`src/rsa_settings.svh`:
```
`ifndef RSA_SETTINGS_SVH
`define RSA_SETTINGS_SVH

// ============================================================
// block geometry
// ============================================================
`define RSA_W        256    // key and data width in bits
`define RSA_BYTES    32     // bytes per block
`define RSA_TX_BYTES 31     // top byte of a result is always zero

// ============================================================
// avalon master port and serial peripheral map
// ============================================================
`define AVM_ADDR_W   5
`define AVM_DATA_W   32

`define RX_BASE      5'd0
`define TX_BASE      5'd4
`define STATUS_BASE  5'd8

`define TX_OK_BIT    6
`define RX_OK_BIT    7

`endif

```
`src/rsa_pkg.sv`:
```
package rsa_pkg;

    // loader FSM
    typedef enum logic [1:0] {
        rx_poll,
        rx_read,
        rx_done
    } rx_state_e;

    // sender FSM
    typedef enum logic [1:0] {
        tx_idle,
        tx_poll,
        tx_write
    } tx_state_e;

    // which master drives the avalon port
    typedef enum logic {
        owner_rx,
        owner_tx
    } port_owner_e;

    // exponentiation FSM
    typedef enum logic [2:0] {
        core_idle,
        core_prep,
        core_loop_square,
        core_loop_mult,
        core_final,
        core_done
    } core_state_e;

endpackage

```
`src/avm_req_if.sv`:
```
`timescale 1ns/10ps
`include "rsa_settings.svh"

// one avalon-mm request path between a master FSM and the arbiter
interface avm_req_if;

    logic [`AVM_ADDR_W-1:0] address;
    logic                   read;
    logic                   write;
    logic [`AVM_DATA_W-1:0] writedata;
    logic [`AVM_DATA_W-1:0] readdata;
    logic                   waitrequest;

    // the master drives the next request, the arbiter registers it
    modport master (
        output address, read, write, writedata,
        input  readdata, waitrequest
    );

    modport slave (
        input  address, read, write, writedata,
        output readdata, waitrequest
    );

endinterface

```
`src/rsa_rx_loader.sv`:
```
`timescale 1ns/10ps
`include "rsa_settings.svh"

module rsa_rx_loader (
    input  logic              avm_clk,
    input  logic              avm_rst,
    avm_req_if.master         bus,
    output logic [`RSA_W-1:0] n,
    output logic [`RSA_W-1:0] d,
    output logic [`RSA_W-1:0] enc,
    output logic              block_valid
);

    rsa_pkg::rx_state_e state, state_nxt;
    logic [6:0]         cnt;        // byte position, counts down from 95
    logic               rx_ready;
    logic               done_rd;    // data read completes at this edge
    logic               last_byte;

    assign rx_ready  = !bus.waitrequest && bus.readdata[`RX_OK_BIT];
    assign done_rd   = (state == rsa_pkg::rx_read) && !bus.waitrequest;
    assign last_byte = (cnt == 7'd0);

    // next request, registered by the arbiter
    always_comb begin
        state_nxt     = state;
        bus.read      = 1'b1;
        bus.write     = 1'b0;
        bus.address   = `STATUS_BASE;
        bus.writedata = '0;
        case (state)
            rsa_pkg::rx_poll: begin
                if (rx_ready) begin
                    state_nxt   = rsa_pkg::rx_read;
                    bus.address = `RX_BASE;
                end
            end
            rsa_pkg::rx_read: begin
                if (!bus.waitrequest) begin
                    state_nxt = last_byte ? rsa_pkg::rx_done : rsa_pkg::rx_poll;
                    bus.read  = !last_byte;     // port goes quiet after the last byte
                end else begin
                    bus.address = `RX_BASE;     // hold the data read
                end
            end
            default: begin
                // block handed over, keep polling until the port comes back
                state_nxt = rsa_pkg::rx_poll;
            end
        endcase
    end

    always_ff @(posedge avm_clk or negedge avm_rst) begin
        if (!avm_rst) begin
            state       <= rsa_pkg::rx_poll;
            cnt         <= 7'(3 * `RSA_BYTES - 1);
            block_valid <= 1'b0;
        end else begin
            state       <= state_nxt;
            block_valid <= done_rd && last_byte;
            if (done_rd) begin
                // later blocks only refill enc, the key stays
                cnt <= last_byte ? 7'(`RSA_BYTES - 1) : cnt - 7'd1;
            end
        end
    end

    // cnt[6:5] picks n, d or enc; cnt[4:0] is the byte inside it
    always_ff @(posedge avm_clk) begin
        if (done_rd) begin
            case (cnt[6:5])
                2'b10:   n[{cnt[4:0], 3'b000} +: 8]   <= bus.readdata[7:0];
                2'b01:   d[{cnt[4:0], 3'b000} +: 8]   <= bus.readdata[7:0];
                default: enc[{cnt[4:0], 3'b000} +: 8] <= bus.readdata[7:0];
            endcase
        end
    end

    // a completed data read carries a known byte
    a_rd_data_known: assert property (@(posedge avm_clk) disable iff (!avm_rst)
        done_rd |-> !$isunknown(bus.readdata[7:0]));

endmodule

```
`src/flat_wrapper.sv`:
```
// flat-port wrapper written by rule: the top's interface ports become plain ports
module rsa_rx_loader_flat 
  (avm_clk, avm_rst, n, d, enc, block_valid, bus_address, bus_read, bus_write, bus_writedata, bus_readdata, bus_waitrequest);
  avm_req_if bus_i ();
  input  logic avm_clk;
  input  logic avm_rst;
  output logic [`RSA_W-1:0] n;
  output logic [`RSA_W-1:0] d;
  output logic [`RSA_W-1:0] enc;
  output logic block_valid;
  output wire logic [$bits(bus_i.address)-1:0] bus_address;
  output wire logic [$bits(bus_i.read)-1:0] bus_read;
  output wire logic [$bits(bus_i.write)-1:0] bus_write;
  output wire logic [$bits(bus_i.writedata)-1:0] bus_writedata;
  input wire logic [$bits(bus_i.readdata)-1:0] bus_readdata;
  input wire logic [$bits(bus_i.waitrequest)-1:0] bus_waitrequest;
  assign bus_address = bus_i.address;
  assign bus_read = bus_i.read;
  assign bus_write = bus_i.write;
  assign bus_writedata = bus_i.writedata;
  assign bus_i.readdata = bus_readdata;
  assign bus_i.waitrequest = bus_waitrequest;
  rsa_rx_loader u_core (.avm_clk(avm_clk), .avm_rst(avm_rst), .bus(bus_i), .n(n), .d(d), .enc(enc), .block_valid(block_valid));
endmodule
```
`config.mk`:
```
export PLATFORM = sky130hd
export DESIGN_NAME = rsa_rx_loader_flat
export DESIGN_NICKNAME = d
export VERILOG_FILES = /design/src/rsa_pkg.sv /design/src/avm_req_if.sv /design/src/rsa_rx_loader.sv /design/src/flat_wrapper.sv
export VERILOG_INCLUDE_DIRS = /design/src
export SDC_FILE = /design/constraint.sdc
export NUM_CORES = 1
export LEC_CHECK = 0
export ABC_AREA = 1
export BUFFER_PORTS_ARGS = -buffer_cell sky130_fd_sc_hd__buf_2
export CORE_AREA = 4 4 321 323
export DETAILED_ROUTE_END_ITERATION = 8
export DIE_AREA = 0 0 325 327
export PLACE_DENSITY = 0.55
export SLEW_MARGIN = 10
export SYNTH_ARGS = -nofsm -noshare
export SYNTH_HDL_FRONTEND = slang
export SYNTH_SLANG_ARGS = --single-unit
export TNS_END_PERCENT = 30
```
`constraint.sdc`:
```
create_clock -name avm_clk -period 3.3 [get_ports avm_clk]
set_input_delay 0.165 -clock avm_clk [delete_from_list [all_inputs] [get_ports avm_clk]]
set_output_delay 0.165 -clock avm_clk [all_outputs]
set_load 0.1 [all_outputs]
```
==> results of run 1 <==
==> worst max-delay path, delay by kind of cell (launching register included) <==
family / cells / cell delay [ns]
DFF: 1 / 0.56
buffers and inverters: 3 / 0.40
and+or+nand+nor: 6 / 1.57
adders and majority gates: 1 / 0.24
==> state kept, by name (all words and copies together) (netlist names) <==
signal / flops
u_core.d: 256
u_core.enc: 256
u_core.n: 256
u_core.cnt: 7
u_core.state: 2
u_core.block_valid: 1
==> Yosys cell counts, drive strengths merged <==
cell    number  area (sq um)
a21oi        1         5.000
buf         81         506.7
clkbuf      13         48.80
clkinv       1         3.750
conb         1         3.750
dfrtp        4         100.1
dfstp        6         157.7
edfxtp     768         23060
ha           7         87.58
inv         53         198.9
nand2      104         402.9
nand3       65         330.3
nand4        5         31.28
nor2       393          1503
nor3        16         80.08
o211ai       1         7.510
o21ai        3         15.01
or2          1         6.260
==> where the power goes <==
| part | leakage, nW | internal, W | total [W] | switching, W |
|---|---|---|---|---|
| Combinational | 5.10 | 0.000904 | 0.00560 | 0.00470 |
| Clock | 1.31 | 0.00531 | 0.00921 | 0.00390 |
| Sequential | 7.27 | 0.0113 | 0.0114 | 0.0000921 |
==> area by class of cell <==
type / instances / area (sq um)
Antenna cell: 6 / 15.01
Clock buffer: 100 / 2205
Clock inverter: 52 / 523.0
Fill cell: 9699 / 64270
Inverter: 54 / 209.0
Multi-Input combinational cell: 633 / 2620
Sequential cell: 778 / 23320
Tap cell: 1298 / 1624
Timing Repair Buffer: 930 / 5070
==> kinds of logic after synthesis <==
group / after synthesis / share of synthesized area
AOI/OAI and AO/OA: 5 / 0.001037
adders and majority gates: 7 / 0.003299
DFF: 778 / 0.8783
and+or+nand+nor: 584 / 0.08864
other: 1 / 0.0001412
buffers and inverters: 148 / 0.02856
==> timing repair <==
| action | in CTS | in global routing |
|---|---|---|
| gates resized for setup | 0 | 3 |
| setup endpoints to repair | 0 | 60 |
| hold buffers | 2 | 0 |
| hold endpoints to repair | 15 | 0 |
==> layer usage <==
| metal | vias up | GRT usage | wire length (um) |
|---|---|---|---|
| met4 | 10 | 0.06027 | 3217 |
| met5 | - | 0 | 60 |
| met1 | 8325 | 0.2221 | 39190 |
| met3 | 165 | 0.05967 | 8819 |
| met2 | 870 | 0.3109 | 49930 |
| li1 | 7318 | - | - |
==> worst max path at each step <==
stage,start,to,cells past startpoint
2_1_floorplan,u_core.cnt[0]$_DFFE_PN1P_,u_core.d[112]$_DFFE_PP_,8
3_3_place_gp,u_core.cnt[0]$_DFFE_PN1P_,u_core.d[129]$_DFFE_PP_,10
3_5_place_dp,u_core.cnt[1]$_DFFE_PN1P_,u_core.d[129]$_DFFE_PP_,10
4_1_cts,u_core.cnt[1]$_DFFE_PN1P_,u_core.d[135]$_DFFE_PP_,10
5_1_grt,u_core.cnt[1]$_DFFE_PN1P_,u_core.enc[100]$_DFFE_PP_,10
6_report,u_core.cnt[1]$_DFFE_PN1P_,u_core.enc[96]$_DFFE_PP_,10
==> through the flow <==
| step | cell area, sq um | worst slack [ns] | util |
|---|---|---|---|
| 5_1_grt | 35570 | 0.04832 | 0.3562 |
| 3_3_place_gp | 32820 | 0.2626 | 0.3286 |
| 2_1_floorplan | 26690 | 0.7228 | - |
| 6_report | 35590 | 0.2109 | 0.3564 |
| 4_1_cts | 35560 | 0.1482 | 0.3562 |
| 3_5_place_dp | 32820 | 0.2070 | 0.3286 |
==> impl_metrics.ini, run 1 <==
[outcome]
outcome = completed

[cts]
path_clk_slew_ns = 0.07
cts.sinks = 778
numCtsBuffers = 84
post_cts_buffers = 0
cts_buffer_depth = 3
tritoncts = built
clock_latency_ns = 0.65
h-tree-depth = 3
root_buffer = clkbuf_16

[drt]
vias = 16690
dr.first_iter.drc_count = 1480
wl_per_cell_um = 26.28
wirelength_mm = 101.2
drtPass1Iterations = 6
drtAntennaViolNets = 0
drc = 0
vias_per_cell = 4.333

[floorplan]
initial_core_util = 0.2659
die_height_um = 327
die_area_sq_um = 106300
io_pins = 843
coreArea_sq_um = 99860
rows = 116
die-width_um = 325

[setup_path]
crit_required_ns = 3.63
critPathKind = reg2reg
critPathSlowestCell = dfstp_2
regToRegSetupSlack_ns = 0.21
crit_path_end_kind = flip-flop
cp_max_fo = 19
start_kind = flip-flop
crit_arrival_ns = 3.42
r2r-start = u_core.cnt[1]$_DFFE_PN1P_
reg2reg_depth = 10
critPathMaxStageDelay_ns = 0.56
worstReg2RegEnd = u_core.enc[96]$_DFFE_PP_
crit_chain = inv_1 > ha_1 > inv_1 > nor2_1 > nand2_2 > nand2_4 > nor2_4 > nand3_1 > nor2_1 > buf_4

[power]
power_density_nw_per_um2 = 736.0
power_w = 0.02619
peakVddDrop_mv = 0.4820
p_leak_nw = 13.67

[placement]
hpwl_mm = 79.66
placedCellCount = 3691
port-buffer-count = 781
gp_congestion = 0.8497

[sta]
max_freq_mhz = 323.7
setup_tns_ns = 0
period_share = 0.9361
setup_viol = 0
min_period_ns = 3.089
worst_pin_slew_ns = 0.9174
slew_violations = 0
finalHoldViolCount = 0
slew_headroom = 0.3862
rsz0062_at_grt = false
skew_ns = 0.03679
holdWs_ns = 0.05725

[logic_synthesis]
synth_area_sq_um = 26550
ys_warn_count = 0
synth-seq-cells = 778
synth_cell_type_count = 25
yosysSeqAreaShare = 0.8783
syn_inst = 1523
syn_area_per_cell_sq_um = 17.43

[layout]
final_cell_count_no_fill = 3851
drive_gt1_frac = 0.4260
mostFrequentLayoutCells = buf_2, edfxtp_1, nor2_1
area_growth_syn_to_layout_pct = 34.03
num-nets-final = 2523
final_common_cell = buf_2

[grt]
grt_max_degree = 60
grt_first_pass_wirelength_mm = 136.0
grt.total_usage = 0.1836
grt_pass1_vias = 16720
grt_overflow = 0
antenna_found_initial = 12

[flow_run]
maxCapViolCount = 0

[hold_path]
hold_class = in2async
Power figures use the tool's default switching activity.
==> run 2: changes to the inputs <==
ABC_AREA = default   (was 1)
CORE_AREA = 4 4 330 332   (was 4 4 321 323)
DIE_AREA = 0 0 334 336   (was 0 0 325 327)
PLACE_DENSITY = 0.53   (was 0.55)
==> run 2 against run 1 <==
Critical path depth fell by 4. Sequential power about the same. Clock power fell by 2.5%. Count of clock-buffer cells in the layout fell by 7. Synthesized cell count fell by 8.6%. Critical path type is now reg2out. Critical endpoint is now bus_read. Largest cell class unchanged. Largest power group unchanged. Highest routed layer unchanged.
==> impl_metrics.ini, run 2 <==
[floorplan]
die_area_sq_um = 112200
initial_core_util = 0.2484
die_height_um = 336
coreArea_sq_um = 106300
io_pins = 843
rows = 120
die-width_um = 334

[power]
intPower_w = 0.01726
seqPwrFrac = 0.461
power_w = 0.02454
switching_power_w = 0.007278
peakVddDrop_mv = 0.4232
switching_share = 0.2966
p_leak_nw = 13.22
pwr-share-clk = 0.366
power_density_nw_per_um2 = 691.5
combPwrFrac = 0.173

[placement]
port-buffer-count = 781
dpl_worst_slack_ns = 0.2934
gp_congestion = 0.8058
hpwl_mm = 73.27

[sta]
finalHoldViolCount = 0
setup_tns_ns = 0
setup_viol = 0
rsz0062_at_grt = false
skew_ns = 0.01704
max_freq_mhz = 325.2
slew_headroom = 0.3512
worst_slack_ns = 0.2246
slew_violations = 0
period_share = 0.9319
min_period_ns = 3.075
holdWs_ns = 0.2183
worst_pin_slew_ns = 0.9732

[grt]
grt_first_pass_wirelength_mm = 129.1
antenna_found_initial = 16
grt_max_degree = 45
grt_pass1_vias = 16170
grt.total_usage = 0.1660
grt_overflow = 0

[layout]
final_common_cell = buf_2
multiInputGateArea_sq_um = 2686
fillers = 10360
area_growth_syn_to_layout_pct = 34.41
num-nets-final = 2374
regArea_sq_um = 23320
drive_gt1_frac = 0.4471
mostFrequentLayoutCells = buf_2, edfxtp_1, nor2_1

[cts]
root_buffer = clkbuf_16
path_clk_slew_ns = 0.06
clock_latency_ns = 0.65
numCtsBuffers = 80
tritoncts = built
h-tree-depth = 3
cts.sinks = 778
cts_buffer_depth = 3

[logic_synthesis]
synth_area_sq_um = 26400
yosysSeqAreaShare = 0.8833
synth_top_area_frac = 0.8735
syn_inst = 1392
synthArstFlopShare = 0.01285
synth-edff-count = 768
synthTopCellsByArea = edfxtp_1, nor2_1, and3_1
synth-seq-cells = 778
synth_largest_area_cell = edfxtp_1
synth_cell_type_count = 45
ys_warn_count = 0
synthTopCellsByCount = edfxtp_1, nor2_1, and3_1
syn_area_per_cell_sq_um = 18.97
post-synth-top-count-cell = edfxtp_1
ys.flop_type = edfxtp_1

[setup_path]
worstReg2RegEnd = u_core.n[82]$_DFFE_PP_
critPathMaxStageDelay_ns = 0.54
crit_required_ns = 3.13
critPathKind = reg2out
cpLargestDelayFamily = simple AND/OR/NAND/NOR gates
regToRegSetupSlack_ns = 0.40
critPathSlowestCell = or4b_4
cp_max_fo = 9
crit_arrival_ns = 2.91
start_kind = flip-flop
crit_path_end_kind = output pin
r2r-start = u_core.cnt[1]$_DFFE_PN1P_
reg2reg_depth = 6
crit_chain = inv_1 > ha_2 > or4b_4 > nor3_4 > nand2_2 > clkbuf_4
path_buf_inv = 2

[hold_path]
hold_depth = 2
min_to = u_core.d[49]$_DFFE_PP_
hold_class = in2reg
min_from = bus_readdata[1]

[outcome]
outcome = completed

[flow_run]
maxCapViolCount = 0

[drt]
dr.first_iter.drc_count = 1090
drc = 0
drtPass1Iterations = 5
vias = 15820
wirelength_mm = 96.87
wl_per_cell_um = 25.48
drtAntennaViolNets = 0
vias_per_cell = 4.161
[run 2: changes by cell type after synthesis, sizes merged, moves of 24 or more]
| cell | change |
|---|---|
| nand2 | -48 |
| clkbuf | +24 |
| nor2 | -133 |
| inv | -43 |
| and3 | +86 |
| nand3 | -43 |
[run 2: cells by family (layout without fill, tap and decap cells)]
group	after synthesis	in the layout	synth area share
DFF	778	778	0.8833
and+or+nand+nor	470	470	0.08218
adders and majority gates	7	7	0.003317
AOI/OAI and AO/OA	17	17	0.004360
buffers and inverters	113	1076	0.02436
muxes	4	4	0.001706
xor gates and xnor gates	2	2	0.0006636
other	1	45	0.0001420
[run 2: layout make-up]
cell class / count / area share
flip-flops and latches: 778 / 0.6571
repair buffers: 925 / 0.1427
clock inverters: 48 / 0.01562
inverters: 10 / 0.001058
multi-input cells: 537 / 0.07570
well taps: 1403 / 0.04947
clock buffers: 93 / 0.05779
diodes: 8 / 0.0005641
[run 2: worst register-to-register path, cell delays in order (launching register included)]
cell,delay [ns]
dfstp_2,0.63
inv_1,0.11
ha_2,0.33
nor2b_1,0.45
and2_1,0.47
nand2_1,0.34
nor2_1,0.36
[run 2: repair_timing]
| item | CTS | global route |
|---|---|---|
| setup buffers | 0 | 0 |
| hold buffers | 3 | 0 |
| setup endpoints to repair | 1 | 1 |
| hold endpoints to repair | 14 | 0 |
| gates resized for setup | 1 | 2 |
[run 2: through the flow]
stage	cells	cell area, sq um	utilization
after global routing	3795	35470	0.3337
after detailed placement	3650	32820	0.3088
final	3802	35490	0.3338
after CTS	3794	35460	0.3336
after global placement	3650	32820	0.3088
after floorplan	1428	26540	-
[run 2: power groups by stage]
| stage | combinational (W) | clock, W | sequential [W] |
|---|---|---|---|
| 2_1_floorplan | 0.00204 | 0 | 0.0119 |
| 3_3_place_gp | 0.00438 | 0 | 0.0115 |
| 3_5_place_dp | 0.00439 | 0 | 0.0115 |
| 4_1_cts | 0.00442 | 0.00920 | 0.0113 |
| 5_1_grt | 0.00460 | 0.00963 | 0.0113 |
| 6_report | 0.00425 | 0.00898 | 0.0113 |
[run 2: worst max path at each step]
stage | startpoint | endpoint | cells after the start
after floorplan | u_core.cnt[0]$_DFFE_PN1P_ | u_core.d[128]$_DFFE_PP_ | 9
after global placement | u_core.cnt[1]$_DFFE_PN1P_ | u_core.n[2]$_DFFE_PP_ | 6
after detailed placement | u_core.cnt[1]$_DFFE_PN1P_ | u_core.n[2]$_DFFE_PP_ | 6
after CTS | u_core.cnt[1]$_DFFE_PN1P_ | bus_read | 6
after global routing | u_core.cnt[1]$_DFFE_PN1P_ | bus_read | 6
final | u_core.cnt[1]$_DFFE_PN1P_ | bus_read | 6
[run 2: per-layer routing]
metal	up-vias	track usage	share of wire
met5	-	0	0.00013
met4	2	0.07130	0.041
met3	158	0.04882	0.093
met2	819	0.2924	0.50
met1	7871	0.1880	0.36
li1	6971	-	-
