**config.mk**
```make
export PLATFORM = sky130hd
export DESIGN_NAME = rsa_tx_sender_flat
export DESIGN_NICKNAME = d
export VERILOG_FILES = /design/src/rsa_pkg.sv /design/src/avm_req_if.sv /design/src/rsa_tx_sender.sv /design/src/flat_wrapper.sv
export VERILOG_INCLUDE_DIRS = /design/src
export SDC_FILE = /design/constraint.sdc
export NUM_CORES = 1
export LEC_CHECK = 0
export ABC_AREA = 1
export BUFFER_PORTS_ARGS = -buffer_cell sky130_fd_sc_hd__buf_2
export CORE_ASPECT_RATIO = 0.5
export CORE_MARGIN = 3
export CORE_UTILIZATION = 50
export DETAILED_ROUTE_END_ITERATION = 10
export GPL_TIMING_DRIVEN = 0
export PLACE_DENSITY_LB_ADDON = 0.25
export SLEW_MARGIN = 20
export SYNTH_ARGS = -nofsm -noshare
export SYNTH_HDL_FRONTEND = slang
export SYNTH_SLANG_ARGS = --single-unit
```
**constraint.sdc**
```tcl
create_clock -name avm_clk -period 8.8 [get_ports avm_clk]
set_input_delay 0.88 -clock avm_clk [delete_from_list [all_inputs] [get_ports avm_clk]]
set_output_delay 0.88 -clock avm_clk [all_outputs]
set_load 0.01 [all_outputs]
```
**src/rsa_settings.svh**
```systemverilog
`ifndef RSA_SETTINGS_SVH
`define RSA_SETTINGS_SVH

// ============================================================
// block geometry
// ============================================================
`define RSA_W        256    // key and data width in bits
`define RSA_BYTES    32     // bytes per block
`define RSA_TX_BYTES 31     // top byte of a result is always zero

// ============================================================
// avalon master port and serial peripheral map
// ============================================================
`define AVM_ADDR_W   5
`define AVM_DATA_W   32

`define RX_BASE      5'd0
`define TX_BASE      5'd4
`define STATUS_BASE  5'd8

`define TX_OK_BIT    6
`define RX_OK_BIT    7

`endif

```
**src/rsa_pkg.sv**
```systemverilog
package rsa_pkg;

    // loader FSM
    typedef enum logic [1:0] {
        rx_poll,
        rx_read,
        rx_done
    } rx_state_e;

    // sender FSM
    typedef enum logic [1:0] {
        tx_idle,
        tx_poll,
        tx_write
    } tx_state_e;

    // which master drives the avalon port
    typedef enum logic {
        owner_rx,
        owner_tx
    } port_owner_e;

    // exponentiation FSM
    typedef enum logic [2:0] {
        core_idle,
        core_prep,
        core_loop_square,
        core_loop_mult,
        core_final,
        core_done
    } core_state_e;

endpackage

```
**src/avm_req_if.sv**
```systemverilog
`timescale 1ns/10ps
`include "rsa_settings.svh"

// one avalon-mm request path between a master FSM and the arbiter
interface avm_req_if;

    logic [`AVM_ADDR_W-1:0] address;
    logic                   read;
    logic                   write;
    logic [`AVM_DATA_W-1:0] writedata;
    logic [`AVM_DATA_W-1:0] readdata;
    logic                   waitrequest;

    // the master drives the next request, the arbiter registers it
    modport master (
        output address, read, write, writedata,
        input  readdata, waitrequest
    );

    modport slave (
        input  address, read, write, writedata,
        output readdata, waitrequest
    );

endinterface

```
**src/rsa_tx_sender.sv**
```systemverilog
`timescale 1ns/10ps
`include "rsa_settings.svh"

module rsa_tx_sender (
    input  logic              avm_clk,
    input  logic              avm_rst,
    avm_req_if.master         bus,
    input  logic [`RSA_W-1:0] result,
    input  logic              start,
    output logic              tx_done
);

    rsa_pkg::tx_state_e state, state_nxt;
    logic [`RSA_W-1:0]  shift;
    logic [4:0]         left;       // bytes still to send after this one
    logic               wr_done;

    assign wr_done       = (state == rsa_pkg::tx_write) && !bus.waitrequest;
    assign bus.writedata = {{(`AVM_DATA_W-8){1'b0}}, shift[`RSA_W-9 -: 8]};

    always_comb begin
        state_nxt   = state;
        bus.read    = 1'b0;
        bus.write   = 1'b0;
        bus.address = `STATUS_BASE;
        case (state)
            rsa_pkg::tx_idle: begin
                if (start) begin
                    state_nxt = rsa_pkg::tx_poll;
                    bus.read  = 1'b1;
                end
            end
            rsa_pkg::tx_poll: begin
                if (!bus.waitrequest && bus.readdata[`TX_OK_BIT]) begin
                    state_nxt   = rsa_pkg::tx_write;
                    bus.write   = 1'b1;
                    bus.address = `TX_BASE;
                end else begin
                    bus.read = 1'b1;            // poll again
                end
            end
            rsa_pkg::tx_write: begin
                if (!bus.waitrequest) begin
                    state_nxt = (left == 5'd0) ? rsa_pkg::tx_idle : rsa_pkg::tx_poll;
                    bus.read  = (left != 5'd0);
                end else begin
                    bus.write   = 1'b1;
                    bus.address = `TX_BASE;
                end
            end
            default: state_nxt = rsa_pkg::tx_idle;
        endcase
    end

    always_ff @(posedge avm_clk or negedge avm_rst) begin
        if (!avm_rst) begin
            state   <= rsa_pkg::tx_idle;
            left    <= '0;
            tx_done <= 1'b0;
        end else begin
            state   <= state_nxt;
            tx_done <= wr_done && (left == 5'd0);
            if (state == rsa_pkg::tx_idle && start) begin
                left <= 5'(`RSA_TX_BYTES - 1);
            end else if (wr_done) begin
                left <= left - 5'd1;
            end
        end
    end

    always_ff @(posedge avm_clk) begin
        if (state == rsa_pkg::tx_idle && start) shift <= result;
        else if (wr_done)                       shift <= shift << 8;
    end

    // a new result only arrives once the previous block is out
    a_start_when_idle: assert property (@(posedge avm_clk) disable iff (!avm_rst)
        start |-> state == rsa_pkg::tx_idle);

endmodule
```
**src/flat_wrapper.sv**
```systemverilog
// flat-port wrapper written by rule: the top's interface ports become plain ports
module rsa_tx_sender_flat 
  (avm_clk, avm_rst, result, start, tx_done, bus_address, bus_read, bus_write, bus_writedata, bus_readdata, bus_waitrequest);
  avm_req_if bus_i ();
  input  logic avm_clk;
  input  logic avm_rst;
  input  logic [`RSA_W-1:0] result;
  input  logic start;
  output logic tx_done;
  output wire logic [$bits(bus_i.address)-1:0] bus_address;
  output wire logic [$bits(bus_i.read)-1:0] bus_read;
  output wire logic [$bits(bus_i.write)-1:0] bus_write;
  output wire logic [$bits(bus_i.writedata)-1:0] bus_writedata;
  input wire logic [$bits(bus_i.readdata)-1:0] bus_readdata;
  input wire logic [$bits(bus_i.waitrequest)-1:0] bus_waitrequest;
  assign bus_address = bus_i.address;
  assign bus_read = bus_i.read;
  assign bus_write = bus_i.write;
  assign bus_writedata = bus_i.writedata;
  assign bus_i.readdata = bus_readdata;
  assign bus_i.waitrequest = bus_waitrequest;
  rsa_tx_sender u_core (.avm_clk(avm_clk), .avm_rst(avm_rst), .bus(bus_i), .result(result), .start(start), .tx_done(tx_done));
endmodule
```
==> results of run 1 <==
==> kinds of logic after synthesis <==
logic type               count (synthesis)  synth area share [%]
AND/OR/NAND/NOR                        761                  25.4
flip-flops                             256                  67.7
buffers and inverters                  111                  5.88
AO/OA/AOI/OAI                            9                 0.421
adder cells (fa/ha/maj)                  5                 0.554
other                                    1                0.0332
==> critical path, stage by stage, from the launching register on <==
cell and delay (ns):
sky130_fd_sc_hd__dfrtp_1 0.42, sky130_fd_sc_hd__inv_1 0.10, sky130_fd_sc_hd__ha_1 0.17, sky130_fd_sc_hd__nand2_1 0.08, sky130_fd_sc_hd__inv_2 0.20, sky130_fd_sc_hd__buf_4 0.26, sky130_fd_sc_hd__a21oi_1 0.07, sky130_fd_sc_hd__a21oi_1 0.14
sky130_fd_sc_hd__buf_2 0.15
==> layout by cell type, fill, tap and decap left out <==
master and count:
sky130_fd_sc_hd__nand2_1 738, sky130_fd_sc_hd__clkbuf_1 12, sky130_fd_sc_hd__nand3_1 6, sky130_fd_sc_hd__o21ai_1 2, sky130_fd_sc_hd__clkinv_1 6, sky130_fd_sc_hd__clkinvlp_4 1
sky130_fd_sc_hd__buf_4 52, sky130_fd_sc_hd__buf_6 2, sky130_fd_sc_hd__bufinv_16 3, sky130_fd_sc_hd__edfxtp_1 248, sky130_fd_sc_hd__clkinv_2 2, sky130_fd_sc_hd__o21a_1 1
sky130_fd_sc_hd__o21ai_0 3, sky130_fd_sc_hd__a21oi_1 3, sky130_fd_sc_hd__buf_2 295, sky130_fd_sc_hd__nand4_1 2, sky130_fd_sc_hd__clkbuf_16 25, sky130_fd_sc_hd__inv_2 1
sky130_fd_sc_hd__buf_12 1, sky130_fd_sc_hd__buf_16 3, sky130_fd_sc_hd__nor2_1 14, sky130_fd_sc_hd__inv_6 1, sky130_fd_sc_hd__ha_1 5, sky130_fd_sc_hd__inv_1 20
sky130_fd_sc_hd__diode_2 4, sky130_fd_sc_hd__dfrtp_1 8, sky130_fd_sc_hd__conb_1 27, sky130_fd_sc_hd__nand2_4 1
==> flip-flops by register name (all words and copies together), names as in the netlist <==
register	cells
u_core.left	5
u_core.shift	248
u_core.state	2
u_core.tx_done	1
==> power by group through the flow <==
stage                     clock, W  sequential [W]  combinational (W)
after floorplan                  0         0.00232           0.000924
after global placement           0         0.00241            0.00123
after detailed placement         0         0.00224            0.00133
after CTS                  0.00107         0.00223            0.00133
after global routing       0.00112         0.00226            0.00153
final                      0.00105         0.00222            0.00131
==> worst max-delay path by stage <==
stage,startpoint,endpoint,slack [ns],cells past startpoint
global placement,start,u_core.shift[64]$_DFFE_PP_,-0.76,5
floorplan,start,u_core.shift[0]$_SDFFCE_PP0P_,1.62,4
CTS,u_core.state[0]$_DFFE_PN0P_,bus_read,5.77,8
global route,u_core.state[0]$_DFFE_PN0P_,bus_read,5.62,8
detailed placement,start,u_core.shift[244]$_DFFE_PP_,5.95,7
finish,u_core.state[0]$_DFFE_PN0P_,bus_read,5.81,8
==> cells in the mapped netlist <==
master,instances
sky130_fd_sc_hd__a21oi_1,3
sky130_fd_sc_hd__buf_2,30
sky130_fd_sc_hd__buf_4,52
sky130_fd_sc_hd__buf_6,2
sky130_fd_sc_hd__clkbuf_1,6
sky130_fd_sc_hd__conb_1,1
sky130_fd_sc_hd__dfrtp_1,8
sky130_fd_sc_hd__edfxtp_1,248
sky130_fd_sc_hd__ha_1,5
sky130_fd_sc_hd__inv_1,20
sky130_fd_sc_hd__inv_2,1
sky130_fd_sc_hd__nand2_1,739
sky130_fd_sc_hd__nand3_1,6
sky130_fd_sc_hd__nand4_1,2
sky130_fd_sc_hd__nor2_1,14
sky130_fd_sc_hd__o21a_1,1
sky130_fd_sc_hd__o21ai_0,3
sky130_fd_sc_hd__o21ai_1,2
==> area by class of cell <==
class | count | share of cell area [%]
plain buffers | 90 | 4.18
flip-flops and latches | 256 | 54.6
diodes | 4 | 0.0715
inverters | 21 | 0.563
repair buffers | 269 | 10.2
clock inverters | 13 | 0.992
clock buffers | 31 | 4.63
well taps | 300 | 2.68
multi-input cells | 802 | 22.1
==> stage by stage <==
stage               hold WS, ns  worst slack (ns)
finish                    0.206              5.81
CTS                       0.185              5.77
floorplan                 0.473              1.62
detailed placement        0.500              5.95
global route              0.194              5.62
global placement          0.485            -0.761
==> routing by layer <==
layer	track usage, %	vias to the layer above	part of all wire (%)
met2	34.3	232	49
met5	0	-	0.10
met4	4.95	4	2.5
met1	26.9	3802	43
met3	3.84	50	6.1
li1	-	4243	-
==> flow_metrics.env, run 1 <==
export IMPL_fmaxAchievable_ghz=0.335
export IMPL_synth_area_top_cells="sky130_fd_sc_hd__edfxtp_1 (66%), sky130_fd_sc_hd__nand2_1 (25%), sky130_fd_sc_hd__buf_4 (3.5%), sky130_fd_sc_hd__dfrtp_1 (1.8%), sky130_fd_sc_hd__buf_2 (1.3%)"
export IMPL_post_route_cells_drive_above_1_share_pct=26.1
export IMPL_post_place_cells=1738
export IMPL_synthDistinctLibCells=18
export IMPL_i_o_pins=332
export IMPL_cts_tree="yes"
export IMPL_grt_first_pass_wirelength_um=39200
export IMPL_cts_resized=0
export IMPL_power_switching_share_pct=31.0
export IMPL_seq_area_frac_synth_pct=67.7
export IMPL_layout_overhead_on_the_synthesized_area_pct=24.0
export IMPL_drc=0
export IMPL_critical_path_required_ns=7.92
export IMPL_vdd_ir_drop_worst_uv=133
export IMPL_setup_worst_path_end_class="output pin"
export IMPL_power_leakage_nw=6.75
export IMPL_synth_top_cell_area_share_pct=65.9
export IMPL_crit_reg2reg_capture="u_core.shift[243]$_DFFE_PP_"
export IMPL_max_slew_margin_pct=60.3
export IMPL_core_area_um2=21900
export IMPL_worstPathArrival_ns=2.11
export IMPL_critical_path_reg2reg_startpoint="u_core.state[0]$_DFFE_PN0P_"
export IMPL_timing_max_cap_violations=0
export IMPL_post_drt_wl_per_cell_um=13.9
export IMPL_synth_largest_area_cell="sky130_fd_sc_hd__edfxtp_1"
export IMPL_run_status="finished clean"
export IMPL_register_to_register_path_depth=8
export IMPL_layout_nets=1761
export IMPL_ff2ff_setup_slack_ns=6.26
export IMPL_ctsLongestPathBuffers=3
export IMPL_die_width_um=219
export IMPL_insertion_delay_ns=0.51
export IMPL_netSwitchingPower_w=0.00142
export IMPL_cts_sink_count=256
export IMPL_post_route_min_period_ns=2.99
export IMPL_power_density_cell_area_nw_per_um2=327
export IMPL_routabilityCongestion=0.868
export IMPL_design_die_area_um2=24500
export IMPL_area_taken_by_flip_flops_and_latches_um2=7650
export IMPL_first_pass_iters=5
export IMPL_p_clk_share_pct=22.8
export IMPL_finalCoreUtilization_pct=63.9
export IMPL_count_of_mapped_cells_out_of_synthesis=1143
export IMPL_setup_violations_final=0
export IMPL_fin_crit_sh_pct=33.9
export IMPL_power_frac_comb_pct=28.6
export IMPL_rows=38
export IMPL_viasPerCell=4.66
export IMPL_synthesis_warning_total=0
export IMPL_largest_net_degree_at_the_start_of_global_routing=62
export IMPL_gr_usage_all_layers_pct=20.1
export IMPL_syn_cell_area_um2=11300
export IMPL_synth_area_per_cell_um2=9.88
export IMPL_multiInputGateArea_um2=3090
export IMPL_ys_seq_elements=256
export IMPL_fp_dieH_um=112
export IMPL_drv_slew=0
export IMPL_globalRoute_totalOverflow=0
export IMPL_finalWirelength_um=24800
export IMPL_grt_antenna_before_repair=6
export IMPL_register_clock_pin_slew_on_the_reported_worst_setup_and_hold_paths_ns=0.06
export IMPL_worstPathMaxFanout=10
export IMPL_drt_antenna_violating_nets=0
export IMPL_crit_path_start_kind="flop"
export IMPL_worstHoldPathType="in2async"
export IMPL_postPlaceCellArea_um2=13200
export IMPL_first_global_vias=8122
export IMPL_totalPowerFinal_w=0.00458
export IMPL_final_instance_count_excl_fill=1786
export IMPL_initial_standard_cell_utilization_of_the_core_pct=51.5
export IMPL_drt_initial_drc_count=535
export IMPL_power_share_sequential_pct=48.5
export IMPL_unrepaired_setup_endpoints_after_global_routing="false"
export IMPL_fin_area_um2=14000
export IMPL_post_cts_setup_buffer_count=0
export IMPL_num_vias=8331
export IMPL_power_internal_w=0.00316
export IMPL_totalNegativeSetupSlack_ns=0
export IMPL_clock_buffer_count_from_cts=24
export IMPL_port_buffers=265
export IMPL_clock_skew_final_ns=0.00962
export IMPL_cts_root_buf="sky130_fd_sc_hd__clkbuf_16"
export IMPL_worstMarginPinSlew_ns=0.595
export IMPL_htree_levels=1
export IMPL_hold_viol_final=0
export IMPL_hold_buffers=0
export IMPL_dpl_hpwl_um=18200
export IMPL_worst_setup_path_type="reg2out"
export IMPL_fillerInstances=1789
Note: power is estimated with default switching activity, not from simulation.
==> inputs of run 2 (changes only) <==
- clock period: 8.8 -> 2.8 ns (I/O delays scaled with it)
==> run 2 against run 1 <==
  * Sequential cell count did not move
  * Critical endpoint unchanged
  * Non-clock buffer count rose by 1
  * Largest cell class unchanged
  * Utilization fell by 0.069 points
==> flow_metrics.env, run 2 (synthesis results as in run 1) <==
export IMPL_cts_sink_count=256
export IMPL_crit_path_start_kind="flop"
export IMPL_first_pass_iters=5
export IMPL_timing_critical_path_from="u_core.state[1]$_DFFE_PN0P_"
export IMPL_grt_util_met3_pct=4.57
export IMPL_timing_hold_worst_start="result[135]"
export IMPL_layout_nets=1761
export IMPL_fin_crit_sh_pct=86.0
export IMPL_drt_antenna_violating_nets=0
export IMPL_post_route_cells_drive_above_1_share_pct=26.2
export IMPL_num_vias=8252
export IMPL_unrepaired_setup_endpoints_after_global_routing="false"
export IMPL_worstHoldPathType="in2reg"
export IMPL_drc=0
export IMPL_layout_common_cells="sky130_fd_sc_hd__nand2_1 (738), sky130_fd_sc_hd__buf_2 (295), sky130_fd_sc_hd__edfxtp_1 (248)"
export IMPL_fillerInstances=1784
export IMPL_run_status="finished clean"
export IMPL_top_registers="u_core.shift: 248 flops, u_core.left: 5 flops, u_core.state: 2 flops"
export IMPL_vdd_ir_drop_worst_uv=523
export IMPL_area_taken_by_flip_flops_and_latches_um2=7650
export IMPL_whs_ns=0.0232
export IMPL_layout_overhead_on_the_synthesized_area_pct=23.8
export IMPL_i_o_pins=332
export IMPL_finalWirelength_um=25100
export IMPL_die_width_um=219
export IMPL_setup_violations_final=0
export IMPL_fmaxAchievable_ghz=0.415
export IMPL_grt_first_pass_wirelength_um=38700
export IMPL_post_cts_setup_buffer_count=0
export IMPL_setup_worst_path_end_class="output pin"
export IMPL_worstPathMaxFanout=10
export IMPL_largest_net_degree_at_the_start_of_global_routing=68
export IMPL_register_clock_pin_slew_on_the_reported_worst_setup_and_hold_paths_ns=0.07
export IMPL_dpl_hpwl_um=18200
export IMPL_cts_root_buf="sky130_fd_sc_hd__clkbuf_16"
export IMPL_crit_reg2reg_capture="u_core.shift[41]$_DFFE_PP_"
export IMPL_viasPerCell=4.63
export IMPL_max_slew_margin_pct=64.8
export IMPL_routabilityCongestion=0.855
export IMPL_gr_usage_met2_pct=34.1
export IMPL_design_die_area_um2=24500
export IMPL_layout_commonest_cell="sky130_fd_sc_hd__nand2_1"
export IMPL_post_route_min_period_ns=2.41
export IMPL_post_drt_wl_per_cell_um=14.1
export IMPL_gr_usage_all_layers_pct=19.9
export IMPL_clock_skew_final_ns=0.0123
export IMPL_globalRoute_totalOverflow=0
export IMPL_drt_initial_drc_count=693
export IMPL_post_place_cells=1737
export IMPL_drv_slew=0
export IMPL_critical_path_required_ns=2.52
export IMPL_grt_busiest_layer="met2"
export IMPL_largest_reg_flops=248
export IMPL_min_to="u_core.shift[135]$_DFFE_PP_"
export IMPL_fp_dieH_um=112
export IMPL_register_to_register_path_depth=7
export IMPL_grt_antenna_before_repair=2
export IMPL_power_leakage_nw=6.74
export IMPL_final_instance_count_excl_fill=1783
export IMPL_port_buffers=265
export IMPL_htree_levels=1
export IMPL_multiInputGateArea_um2=3100
export IMPL_met1_usage_pct=26.5
export IMPL_timing_max_cap_violations=0
export IMPL_insertion_delay_ns=0.51
export IMPL_ctsLongestPathBuffers=3
export IMPL_critical_path_reg2reg_startpoint="u_core.state[1]$_DFFE_PN0P_"
export IMPL_min_path_cells=3
export IMPL_clock_buffer_count_from_cts=23
export IMPL_regMostFlops="u_core.shift"
export IMPL_core_area_um2=21900
export IMPL_totalPowerFinal_w=0.0144
export IMPL_worstMarginPinSlew_ns=0.528
export IMPL_initial_standard_cell_utilization_of_the_core_pct=51.5
export IMPL_worstPathArrival_ns=2.13
export IMPL_rows=38
export IMPL_ff2ff_setup_slack_ns=0.51
export IMPL_power_density_cell_area_nw_per_um2=1030
export IMPL_hold_viol_final=0
export IMPL_worst_setup_path_type="reg2out"
export IMPL_first_global_vias=8010
export IMPL_cts_tree="yes"
==> run 2: cell count changes in the layout (fill, tap and decap cells not counted), sizes merged <==
cell,before,now
buf,353,352
clkinvlp,1,2
clkinv,8,4
dlygate4sd3,0,2
diode,4,3
==> run 2: metal layers <==
layer  vias up  routed length (um)
met1      3745               10800
met4         0                 362
met3        26                1820
met2       238               12200
met5         -                   0
li1       4243                   -
==> run 2: how the worst max path moves through the flow <==
stage                     slack, ns  depth (start not counted)                             to
after floorplan                0.43                          6  u_core.shift[0]$_SDFFCE_PP0P_
after global placement        -0.06                          6    u_core.shift[245]$_DFFE_PP_
after detailed placement       0.54                          7     u_core.shift[75]$_DFFE_PP_
after CTS                      0.37                          8                       bus_read
after global routing           0.24                          8                       bus_read
final                          0.39                          8                       bus_read
==> run 2: area by class of cell <==
class	count	area share, %
antenna	3	0.0537
clock inverter	10	1.00
sequential	256	54.7
timing repair buffer	270	10.2
buffer	90	4.19
multi-input combinational	802	22.1
inverter	21	0.564
clock buffer	31	4.47
tap	300	2.68
==> run 2: timing repair <==
item                       4_1_cts  5_1_grt
setup endpoints to repair        0        0
resized for setup                0        0
hold endpoints to repair         9        0
hold buffers                     2        0
==> run 2: per-stage QoR <==
step	TNS, ns	cell area [um2]	util [%]	setup slack, ns
floorplan	0	11400	-	0.433
global placement	-14.04	13100	59.8	-0.0635
detailed placement	0	13200	60.2	0.542
CTS	0	14000	63.8	0.368
global route	0	14000	63.8	0.241
finish	0	14000	63.8	0.392
==> run 2: critical path, cell delays in order, from the launching register on <==
cell and delay, ns:
sky130_fd_sc_hd__dfrtp_1 0.42, sky130_fd_sc_hd__inv_1 0.11, sky130_fd_sc_hd__ha_1 0.17, sky130_fd_sc_hd__nand2_1 0.09, sky130_fd_sc_hd__inv_2 0.20, sky130_fd_sc_hd__buf_4 0.25
sky130_fd_sc_hd__a21oi_1 0.06, sky130_fd_sc_hd__a21oi_1 0.15, sky130_fd_sc_hd__buf_2 0.15
==> run 2: report_power, final <==
group / switching [W] / internal (W)
Combinational: 0.00267 / 0.00145
Clock: 0.00142 / 0.00186
Sequential: 0.000426 / 0.00656
Total: 0.00451 / 0.00986
