==> config.mk <==
export PLATFORM = sky130hd
export DESIGN_NAME = rsa_avm_arbiter_flat
export DESIGN_NICKNAME = d
export VERILOG_FILES = /design/src/rsa_pkg.sv /design/src/avm_req_if.sv /design/src/rsa_avm_arbiter.sv /design/src/flat_wrapper.sv
export VERILOG_INCLUDE_DIRS = /design/src
export SDC_FILE = /design/constraint.sdc
export NUM_CORES = 1
export LEC_CHECK = 0
export ABC_AREA = 1
export BUFFER_PORTS_ARGS = -buffer_cell sky130_fd_sc_hd__buf_2
export CORE_AREA = 3 3 85 87
export CTS_CLUSTER_DIAMETER = 120
export DETAILED_ROUTE_END_ITERATION = 10
export DIE_AREA = 0 0 88 90
export GPL_TIMING_DRIVEN = 0
export PLACE_DENSITY_LB_ADDON = 0.12
export SKIP_CTS_REPAIR_TIMING = 1
export SYNTH_ARGS = -nofsm -noshare
export SYNTH_HDL_FRONTEND = slang
export SYNTH_SLANG_ARGS = --single-unit
==> constraint.sdc <==
create_clock -name avm_clk -period 2.4 [get_ports avm_clk]
set_clock_uncertainty 0.15 [all_clocks]
set_input_delay 0.6 -clock avm_clk [delete_from_list [all_inputs] [get_ports avm_clk]]
set_output_delay 0.6 -clock avm_clk [all_outputs]
set_load 0.03 [all_outputs]
==> src/rsa_settings.svh <==
`ifndef RSA_SETTINGS_SVH
`define RSA_SETTINGS_SVH

// ============================================================
// block geometry
// ============================================================
`define RSA_W        256    // key and data width in bits
`define RSA_BYTES    32     // bytes per block
`define RSA_TX_BYTES 31     // top byte of a result is always zero

// ============================================================
// avalon master port and serial peripheral map
// ============================================================
`define AVM_ADDR_W   5
`define AVM_DATA_W   32

`define RX_BASE      5'd0
`define TX_BASE      5'd4
`define STATUS_BASE  5'd8

`define TX_OK_BIT    6
`define RX_OK_BIT    7

`endif

==> src/rsa_pkg.sv <==
package rsa_pkg;

    // loader FSM
    typedef enum logic [1:0] {
        rx_poll,
        rx_read,
        rx_done
    } rx_state_e;

    // sender FSM
    typedef enum logic [1:0] {
        tx_idle,
        tx_poll,
        tx_write
    } tx_state_e;

    // which master drives the avalon port
    typedef enum logic {
        owner_rx,
        owner_tx
    } port_owner_e;

    // exponentiation FSM
    typedef enum logic [2:0] {
        core_idle,
        core_prep,
        core_loop_square,
        core_loop_mult,
        core_final,
        core_done
    } core_state_e;

endpackage

==> src/avm_req_if.sv <==
`timescale 1ns/10ps
`include "rsa_settings.svh"

// one avalon-mm request path between a master FSM and the arbiter
interface avm_req_if;

    logic [`AVM_ADDR_W-1:0] address;
    logic                   read;
    logic                   write;
    logic [`AVM_DATA_W-1:0] writedata;
    logic [`AVM_DATA_W-1:0] readdata;
    logic                   waitrequest;

    // the master drives the next request, the arbiter registers it
    modport master (
        output address, read, write, writedata,
        input  readdata, waitrequest
    );

    modport slave (
        input  address, read, write, writedata,
        output readdata, waitrequest
    );

endinterface

==> src/rsa_avm_arbiter.sv <==
`timescale 1ns/10ps
`include "rsa_settings.svh"

module rsa_avm_arbiter (
    input  logic                   avm_clk,
    input  logic                   avm_rst,
    avm_req_if.slave               rx_bus,
    avm_req_if.slave               tx_bus,
    input  logic                   to_rx,
    input  logic                   to_tx,
    output logic [`AVM_ADDR_W-1:0] avm_address,
    output logic                   avm_read,
    output logic                   avm_write,
    output logic [`AVM_DATA_W-1:0] avm_writedata,
    input  logic [`AVM_DATA_W-1:0] avm_readdata,
    input  logic                   avm_waitrequest
);

    rsa_pkg::port_owner_e owner, owner_nxt;

    always_comb begin
        owner_nxt = owner;
        if (to_tx)      owner_nxt = rsa_pkg::owner_tx;
        else if (to_rx) owner_nxt = rsa_pkg::owner_rx;
    end

    assign rx_bus.readdata    = avm_readdata;
    assign tx_bus.readdata    = avm_readdata;
    // the idle master sees a stalled port
    assign rx_bus.waitrequest = (owner == rsa_pkg::owner_rx) ? avm_waitrequest : 1'b1;
    assign tx_bus.waitrequest = (owner == rsa_pkg::owner_tx) ? avm_waitrequest : 1'b1;

    // register the request of whoever owns the port next cycle
    always_ff @(posedge avm_clk or negedge avm_rst) begin
        if (!avm_rst) begin
            owner       <= rsa_pkg::owner_rx;
            avm_address <= `STATUS_BASE;
            avm_read    <= 1'b1;
            avm_write   <= 1'b0;
        end else begin
            owner <= owner_nxt;
            if (owner_nxt == rsa_pkg::owner_rx) begin
                avm_address <= rx_bus.address;
                avm_read    <= rx_bus.read;
                avm_write   <= rx_bus.write;
            end else begin
                avm_address <= tx_bus.address;
                avm_read    <= tx_bus.read;
                avm_write   <= tx_bus.write;
            end
        end
    end

    always_ff @(posedge avm_clk) begin
        avm_writedata <= (owner_nxt == rsa_pkg::owner_rx) ? rx_bus.writedata
                                                           : tx_bus.writedata;
    end

    // handover strobes only arrive while the port is quiet
    a_owner_stable: assert property (@(posedge avm_clk) disable iff (!avm_rst)
        avm_waitrequest && (avm_read || avm_write) |-> owner_nxt == owner);

endmodule

==> src/flat_wrapper.sv <==
// flat-port wrapper written by rule: the top's interface ports become plain ports
module rsa_avm_arbiter_flat 
  (avm_clk, avm_rst, to_rx, to_tx, avm_address, avm_read, avm_write, avm_writedata, avm_readdata, avm_waitrequest, rx_bus_address, rx_bus_read, rx_bus_write, rx_bus_writedata, rx_bus_readdata, rx_bus_waitrequest, tx_bus_address, tx_bus_read, tx_bus_write, tx_bus_writedata, tx_bus_readdata, tx_bus_waitrequest);
  avm_req_if rx_bus_i ();
  avm_req_if tx_bus_i ();
  input  logic avm_clk;
  input  logic avm_rst;
  input  logic to_rx;
  input  logic to_tx;
  output logic [`AVM_ADDR_W-1:0] avm_address;
  output logic avm_read;
  output logic avm_write;
  output logic [`AVM_DATA_W-1:0] avm_writedata;
  input  logic [`AVM_DATA_W-1:0] avm_readdata;
  input  logic avm_waitrequest;
  input wire logic [$bits(rx_bus_i.address)-1:0] rx_bus_address;
  input wire logic [$bits(rx_bus_i.read)-1:0] rx_bus_read;
  input wire logic [$bits(rx_bus_i.write)-1:0] rx_bus_write;
  input wire logic [$bits(rx_bus_i.writedata)-1:0] rx_bus_writedata;
  output wire logic [$bits(rx_bus_i.readdata)-1:0] rx_bus_readdata;
  output wire logic [$bits(rx_bus_i.waitrequest)-1:0] rx_bus_waitrequest;
  input wire logic [$bits(tx_bus_i.address)-1:0] tx_bus_address;
  input wire logic [$bits(tx_bus_i.read)-1:0] tx_bus_read;
  input wire logic [$bits(tx_bus_i.write)-1:0] tx_bus_write;
  input wire logic [$bits(tx_bus_i.writedata)-1:0] tx_bus_writedata;
  output wire logic [$bits(tx_bus_i.readdata)-1:0] tx_bus_readdata;
  output wire logic [$bits(tx_bus_i.waitrequest)-1:0] tx_bus_waitrequest;
  assign rx_bus_i.address = rx_bus_address;
  assign rx_bus_i.read = rx_bus_read;
  assign rx_bus_i.write = rx_bus_write;
  assign rx_bus_i.writedata = rx_bus_writedata;
  assign rx_bus_readdata = rx_bus_i.readdata;
  assign rx_bus_waitrequest = rx_bus_i.waitrequest;
  assign tx_bus_i.address = tx_bus_address;
  assign tx_bus_i.read = tx_bus_read;
  assign tx_bus_i.write = tx_bus_write;
  assign tx_bus_i.writedata = tx_bus_writedata;
  assign tx_bus_readdata = tx_bus_i.readdata;
  assign tx_bus_waitrequest = tx_bus_i.waitrequest;
  rsa_avm_arbiter u_core (.avm_clk(avm_clk), .avm_rst(avm_rst), .rx_bus(rx_bus_i), .tx_bus(tx_bus_i), .to_rx(to_rx), .to_tx(to_tx), .avm_address(avm_address), .avm_read(avm_read), .avm_write(avm_write), .avm_writedata(avm_writedata), .avm_readdata(avm_readdata), .avm_waitrequest(avm_waitrequest));
endmodule
==> results.sh, run 1 <==
export IMPL_run_status="finished, final reports clean"
export IMPL_io_pin_count=220
export IMPL_cell_types_with_the_largest_area_share_after_synthesis="dfxtp_1 (33%), buf_4 (27%), nand2_1 (15%)"
export IMPL_grt_antenna_before_repair=0
export IMPL_synth_seq_area_share=0.436
export IMPL_finalSetupTns_ps=0
export IMPL_timing_reg2reg_worst_path_depth=5
export IMPL_final_nets=550
export IMPL_worstHoldStart="tx_bus_writedata[25]"
export IMPL_syn_std_cell_area_sq_um=1930
export IMPL_totalWireLength_um=6480
export IMPL_worst_pin_slew_ps=198
export IMPL_synth_largest_area_cell="dfxtp_1"
export IMPL_global_route_wire_length_before_repair_um=9610
export IMPL_route_vias_total=2092
export IMPL_r2r_start="u_core.owner"
export IMPL_crit_path_max_incr_delay_ps=410
export IMPL_routabilityCongestion=0.741
export IMPL_insertion_delay_to_the_later_sink_of_the_worst_skew_pair_ps=280
export IMPL_drt_iter0_drc=38
export IMPL_vias_per_cell=4.09
export IMPL_reg2reg_end="u_core.avm_writedata[25]"
export IMPL_share_of_cells_above_drive_strength_1=0.632
export IMPL_slew_viol_final=0
export IMPL_rsz0062_at_grt="false"
export IMPL_clk_pin_slew_ps=70
export IMPL_cp_required_ps=1650
export IMPL_slew_headroom=0.868
export IMPL_final_setup_viol_count=0
export IMPL_worst_setup_path_end_kind="output port"
export IMPL_floorplan_rows=29
export IMPL_cp_num_buf_inv=1
export IMPL_pwr_density_cell_nw_per_um2=586
export IMPL_ys_seq_elements=40
export IMPL_cell_count_after_synthesis=240
export IMPL_max_cap_violations=0
export IMPL_rrSetupSlack_ps=1240
export IMPL_height_of_the_die_um=90
export IMPL_worstHoldPathCells=3
export IMPL_critical_path_cell_by_cell="or2_2 -> buf_2"
export IMPL_synthesis_yosys_warnings=0
export IMPL_floorplan_die_width_um=88
export IMPL_timing_final_crit_share=0.794
export IMPL_synth_net_count=355
export IMPL_worstHoldEndpoint="u_core.avm_writedata[25]"
export IMPL_timing_fmax_mhz=525
export IMPL_routed_wirelength_normalized_by_instance_count_um=12.7
export IMPL_hold_viol=0
export IMPL_critical_path_max_fanout=3
export IMPL_area_growth_synth_to_final_pct=57.9
export IMPL_fp_coreArea_sq_um=6420
export IMPL_cts_tree="done"
export IMPL_vdd_ir_drop_max_v=0.000213
export IMPL_critical_path_slowest_cell="dfrtp_1"
export IMPL_cp_top_family="flip-flops"
export IMPL_first_pass_iters=4
export IMPL_cts_made_buffers=5
export IMPL_setup_crit_start_kind="flip-flop"
export IMPL_antenna_cells_inserted=0
export IMPL_detailed_place_hpwl_um=5400
export IMPL_grtUsageTotal=0.156
export IMPL_die_area_sq_um=7920
export IMPL_maximum_number_of_pins_on_one_net_before_global_route_repair=12
export IMPL_globalRoute_totalOverflow=0
export IMPL_initial_core_util=0.301
export IMPL_route_antenna_remaining_nets=0
export IMPL_cp_arrival_ps=1160
export IMPL_cellLeakagePower_nw=1.87
export IMPL_yosysTopAreaCellShare=0.331
export IMPL_io_buffer_count=187
export IMPL_clockBufferDepth=2
export IMPL_finalWorstPathRequiredPeriod_ps=1910
export IMPL_netlist_cell_type_count=12
export IMPL_detail_route_drc_violations=0
export IMPL_vias_in_the_first_global_route=2040
export IMPL_totalPowerFinal_mw=1.79
export IMPL_h_tree_depth=2
export IMPL_cp_num_cells=2
export IMPL_clock_sink_count=40
export IMPL_worst_setup_path_type="reg2out"
export IMPL_postSynthAreaPerCell_sq_um=8.05
export IMPL_type_of_the_worst_min_delay_path="in2reg"
export IMPL_cts_root_buffer_cell="clkbuf_8"
[synth_stat cells (all sizes together)]
cell type	instances
nand2	81
buf	76
nand3	39
dfxtp	32
dfrtp	6
inv	3
dfstp	2
or2	1
[state kept, by name, summed over array words and instances, names as in the netlist]
name                  flops
u_core.avm_writedata     32
u_core.avm_address        5
u_core.avm_write          1
u_core.owner              1
u_core.avm_read           1
[stage by stage]
stage,setup WS [ps],hold slack [ps],instance area (sq um),cells,utilization
after floorplan,702,154,1930,240,-
after global placement,519,303,2970,504,0.462
after detailed placement,517,306,2970,504,0.462
after CTS,468,-9.47,3040,511,0.474
after global routing,434,331,3050,512,0.475
final,494,351,3050,512,0.475
[final cells by class]
cell class | instances | area (sq um)
inverters | 3 | 11.3
fillers | 669 | 3370
multi-input cells | 121 | 510
repair buffers | 188 | 946
plain buffers | 76 | 568
clock inverters | 1 | 5.00
well taps | 77 | 96.3
clock buffers | 6 | 72.6
flip-flops and latches | 40 | 843
[worst register-to-register path, cell delays in order (launching register included)]
cell and delay (ps):
dfrtp_1 410, nand2_2 120, buf_6 150, buf_6 140, nand3_1 80, nand2_1 60
[worst max-delay path by stage]
stage | start | end | slack, ps
2_1_floorplan | avm_waitrequest | rx_bus_waitrequest | 700
3_3_place_gp | avm_waitrequest | rx_bus_waitrequest | 520
3_5_place_dp | avm_waitrequest | rx_bus_waitrequest | 520
4_1_cts | u_core.owner | rx_bus_waitrequest | 470
5_1_grt | u_core.owner | rx_bus_waitrequest | 430
6_report | u_core.owner | rx_bus_waitrequest | 490
[placed cells by master (no fill, tap or decap)]
master         netlist  layout
buf_2                4     191
buf_4               70      70
buf_6                2       2
clkbuf_1             0       1
clkbuf_8             0       5
clkinv_2             0       1
dfrtp_1              6       6
dfstp_2              2       2
dfxtp_1             32      32
dlygate4sd3_1        0       1
inv_1                2       2
inv_2                1       1
nand2_1             79      79
nand2_2              2       2
nand3_1             39      39
or2_2                1       1
[power by group]
group,internal (mW),switching [mW],total [mW]
clock network,0.198,0.216,0.413
registers,0.730,0.0146,0.744
logic,0.238,0.394,0.632
[kinds of logic after synthesis]
group,count (synthesis),synth area share
AND/OR/NAND/NOR,121,0.264
buffers and inverters,79,0.300
flip-flops,40,0.436
[layer usage]
layer	global-route usage	wire length (um)
met1	0.144	2080
met3	0.0731	830
met2	0.295	3520
met5	0	0
met4	0.0435	52
Power figures use the tool's default switching activity.
==> inputs of run 2 (changes only) <==
--- a/config.mk
+++ b/config.mk
@@ -6,12 +6,12 @@
 export SDC_FILE = /design/constraint.sdc
 export NUM_CORES = 1
 export LEC_CHECK = 0
-export ABC_AREA = 1
+export ABC_AREA = 0
 export BUFFER_PORTS_ARGS = -buffer_cell sky130_fd_sc_hd__buf_2
-export CORE_AREA = 3 3 85 87
+export CORE_MARGIN = 3
+export CORE_UTILIZATION = 30
 export CTS_CLUSTER_DIAMETER = 120
 export DETAILED_ROUTE_END_ITERATION = 10
-export DIE_AREA = 0 0 88 90
 export GPL_TIMING_DRIVEN = 0
 export PLACE_DENSITY_LB_ADDON = 0.12
 export SKIP_CTS_REPAIR_TIMING = 1
==> constraint.sdc (replaced) <==
create_clock -name avm_clk -period 1.7 [get_ports avm_clk]
set_clock_uncertainty 0.15 [all_clocks]
set_input_delay 0.425 -clock avm_clk [delete_from_list [all_inputs] [get_ports avm_clk]]
set_output_delay 0.425 -clock avm_clk [all_outputs]
set_load 0.03 [all_outputs]
==> run 2 against run 1 <==
  * First-iteration DRC count decreased by 11%
  * Clock power increased by 70%
  * Register-to-register slack got worse by 1100 ps
  * Cell area decreased by 1.4%
  * Largest cell class unchanged
  * Routed wire length decreased by 18%
  * Combinational power increased by 34%
  * Critical endpoint unchanged
  * Non-clock buffer count decreased by 7
  * Core utilization increased by 4.9 points
  * Power increased by 45%
  * Sequential share of layout area increased by 0.42 points
  * Sequential power increased by 40%
  * Critical path depth unchanged
==> results.sh, run 2 <==
export IMPL_run_status="finished, final reports clean"
export IMPL_setup_crit_start_kind="flip-flop"
export IMPL_crit_path_max_incr_delay_ps=420
export IMPL_final_fill_count=553
export IMPL_layout_cells_most_common_list="buf_2 (186), buf_4 (65), mux2_2 (36)"
export IMPL_netlist_cell_type_count=12
export IMPL_final_nets=463
export IMPL_floorplan_rows=27
export IMPL_synth_largest_area_cell="dfxtp_1"
export IMPL_fin_area_sq_um=3010
export IMPL_global_route_wire_length_before_repair_um=7830
export IMPL_busiest_layer="met2"
export IMPL_max_cap_violations=0
export IMPL_first_pass_iters=4
export IMPL_area_growth_synth_to_final_pct=62.6
export IMPL_timing_fmax_mhz=612
export IMPL_flip_flop_count_of_the_largest_register_after_layout=32
export IMPL_vias_in_the_first_global_route=1602
export IMPL_routabilityCongestion=0.760
export IMPL_slew_viol_final=0
export IMPL_finalWorstPathRequiredPeriod_ps=1640
export IMPL_drt_iter0_drc=34
export IMPL_worstHoldPathCells=2
export IMPL_holdWs_ps=196
export IMPL_multi_input_comb_area_sq_um=478
export IMPL_cts_made_buffers=5
export IMPL_cts_tree="done"
export IMPL_vdd_ir_drop_max_v=0.000457
export IMPL_yosys_most_used_dff="dfxtp_1"
export IMPL_io_pin_count=220
export IMPL_synth_enable_flop_cells=0
export IMPL_worstHoldEndpoint="u_core.avm_writedata[2]"
export IMPL_die_area_sq_um=7150
export IMPL_hold_viol=0
export IMPL_globalRoute_totalOverflow=0
export IMPL_reg2reg_end="u_core.avm_write"
export IMPL_synth_top_cells_by_count="buf_4 (64), mux2_2 (36), dfxtp_1 (32)"
export IMPL_reg_top3="u_core.avm_writedata: 32 flops, u_core.avm_address: 5 flops"
export IMPL_grt_antenna_before_repair=0
export IMPL_ff_latch_area_sq_um=845
export IMPL_critical_path_cell_by_cell="or2_4 -> buf_6"
export IMPL_placedCellCount=411
export IMPL_totalPowerFinal_mw=2.59
export IMPL_gr_usage_met3=0.0550
export IMPL_finalSetupTns_ps=0
export IMPL_clockBufferDepth=2
export IMPL_rrSetupSlack_ps=130
export IMPL_clk_pin_slew_ps=70
export IMPL_worst_pin_slew_ps=218
export IMPL_worstHoldStart="tx_bus_writedata[2]"
export IMPL_cp_num_buf_inv=1
export IMPL_synthesis_yosys_warnings=0
export IMPL_cell_count_after_synthesis=152
export IMPL_initial_core_util=0.322
export IMPL_mostFrequentLayoutCell="buf_2"
export IMPL_cell_types_with_the_largest_area_share_after_synthesis="dfxtp_1 (35%), buf_4 (26%), mux2_2 (22%)"
export IMPL_route_vias_total=1623
export IMPL_detail_route_drc_violations=0
export IMPL_clock_sink_count=40
export IMPL_insertion_delay_to_the_later_sink_of_the_worst_skew_pair_ps=280
export IMPL_io_buffer_count=187
export IMPL_cp_top_family="flip-flops"
export IMPL_worst_setup_path_end_kind="output port"
export IMPL_antenna_cells_inserted=0
export IMPL_synth_seq_area_share=0.455
export IMPL_routed_wirelength_normalized_by_instance_count_um=12.6
export IMPL_cp_required_ps=1120
export IMPL_critical_path_slowest_cell="dfrtp_2"
export IMPL_cellLeakagePower_nw=1.66
export IMPL_rsz0062_at_grt="false"
export IMPL_pwr_density_cell_nw_per_um2=859
export IMPL_ys_seq_elements=40
export IMPL_grt_util_met1=0.129
export IMPL_synth_net_count=267
export IMPL_maximum_number_of_pins_on_one_net_before_global_route_repair=14
export IMPL_vias_per_cell=3.86
export IMPL_critical_path_max_fanout=3
export IMPL_regMostFlops="u_core.avm_writedata"
export IMPL_yosysTopAreaCellShare=0.346
export IMPL_fp_coreArea_sq_um=5740
export IMPL_synth_most_common_cell="buf_4"
export IMPL_worst_setup_path_type="reg2out"
export IMPL_timing_reg2reg_worst_path_depth=4
export IMPL_share_of_cells_above_drive_strength_1=0.880
export IMPL_floorplan_die_width_um=84.6
export IMPL_final_setup_viol_count=0
export IMPL_type_of_the_worst_min_delay_path="in2reg"
export IMPL_ys_async_sr_fraction=0.200
export IMPL_height_of_the_die_um=84.6
export IMPL_postSynthAreaPerCell_sq_um=12.2
export IMPL_timing_final_crit_share=0.962
export IMPL_detailed_place_hpwl_um=4650
export IMPL_slew_headroom=0.854
export IMPL_cp_arrival_ps=1060
export IMPL_grtUsageMet2=0.275
export IMPL_finish_cell_count_without_fillers=421
export IMPL_grtUsageTotal=0.142
export IMPL_r2r_start="u_core.owner"
export IMPL_totalWireLength_um=5320
export IMPL_route_antenna_remaining_nets=0
export IMPL_syn_std_cell_area_sq_um=1850
export IMPL_h_tree_depth=2
export IMPL_detailed_place_area_sq_um=2880
export IMPL_cts_root_buffer_cell="clkbuf_8"
run 2: cell types whose count changed after synthesis, sizes merged:
| cell | previous run | this run |
|---|---|---|
| a21oi | 0 | 1 |
| buf | 76 | 68 |
| inv | 3 | 2 |
| mux2 | 0 | 39 |
| nand2 | 81 | 0 |
| nand2b | 0 | 1 |
| nand3 | 39 | 0 |
run 2: cell families (layout without fill, tap and decap cells):
kind of cell | Yosys count | count (layout) | share of synthesized area
buf+inv | 70 | 267 | 0.288
flops | 40 | 40 | 0.455
mux | 39 | 39 | 0.241
simple gates | 2 | 2 | 0.00676
compound gates | 1 | 1 | 0.00879
run 2: through the flow:
step	utilization	worst slack, ps
after floorplan	-	262
after global placement	0.501	93.9
after detailed placement	0.501	73.3
after CTS	0.520	-99.9
after global routing	0.524	10.2
final	0.524	65.0
run 2: layout make-up:
cell class              instances  share of cell area
repair buffers                189               0.319
clock inverters                 2             0.00415
multi-input cells              42               0.159
inverters                       2             0.00249
clock buffers                   6              0.0312
well taps                      72              0.0299
plain buffers                  68               0.174
flip-flops and latches         40               0.280
run 2: worst max-delay path by stage:
stage	startpoint	to	cells after the start
after floorplan	to_rx	u_core.avm_address[4]	4
after global placement	to_rx	u_core.avm_write	5
after detailed placement	to_rx	u_core.avm_write	5
after CTS	u_core.owner	rx_bus_waitrequest	2
after global routing	u_core.owner	rx_bus_waitrequest	2
final	u_core.owner	rx_bus_waitrequest	2
run 2: power breakdown:
part           internal [mW]  total [mW]  switching (mW)
registers               1.02        1.04          0.0169
clock network          0.375       0.703           0.327
logic                  0.363       0.845           0.482
run 2: worst register-to-register path, cell delays in order (launching register included):
cell	delay (ps)
dfrtp_2	420
buf_4	150
a21oi_4	210
buf_6	190
mux2_2	350
run 2: routing by layer:
| layer | up-vias | part of all wire |
|---|---|---|
| met5 | - | 0 |
| met4 | 0 | 0.019 |
| met3 | 9 | 0.13 |
| met2 | 126 | 0.56 |
| met1 | 669 | 0.29 |
| li1 | 819 | - |
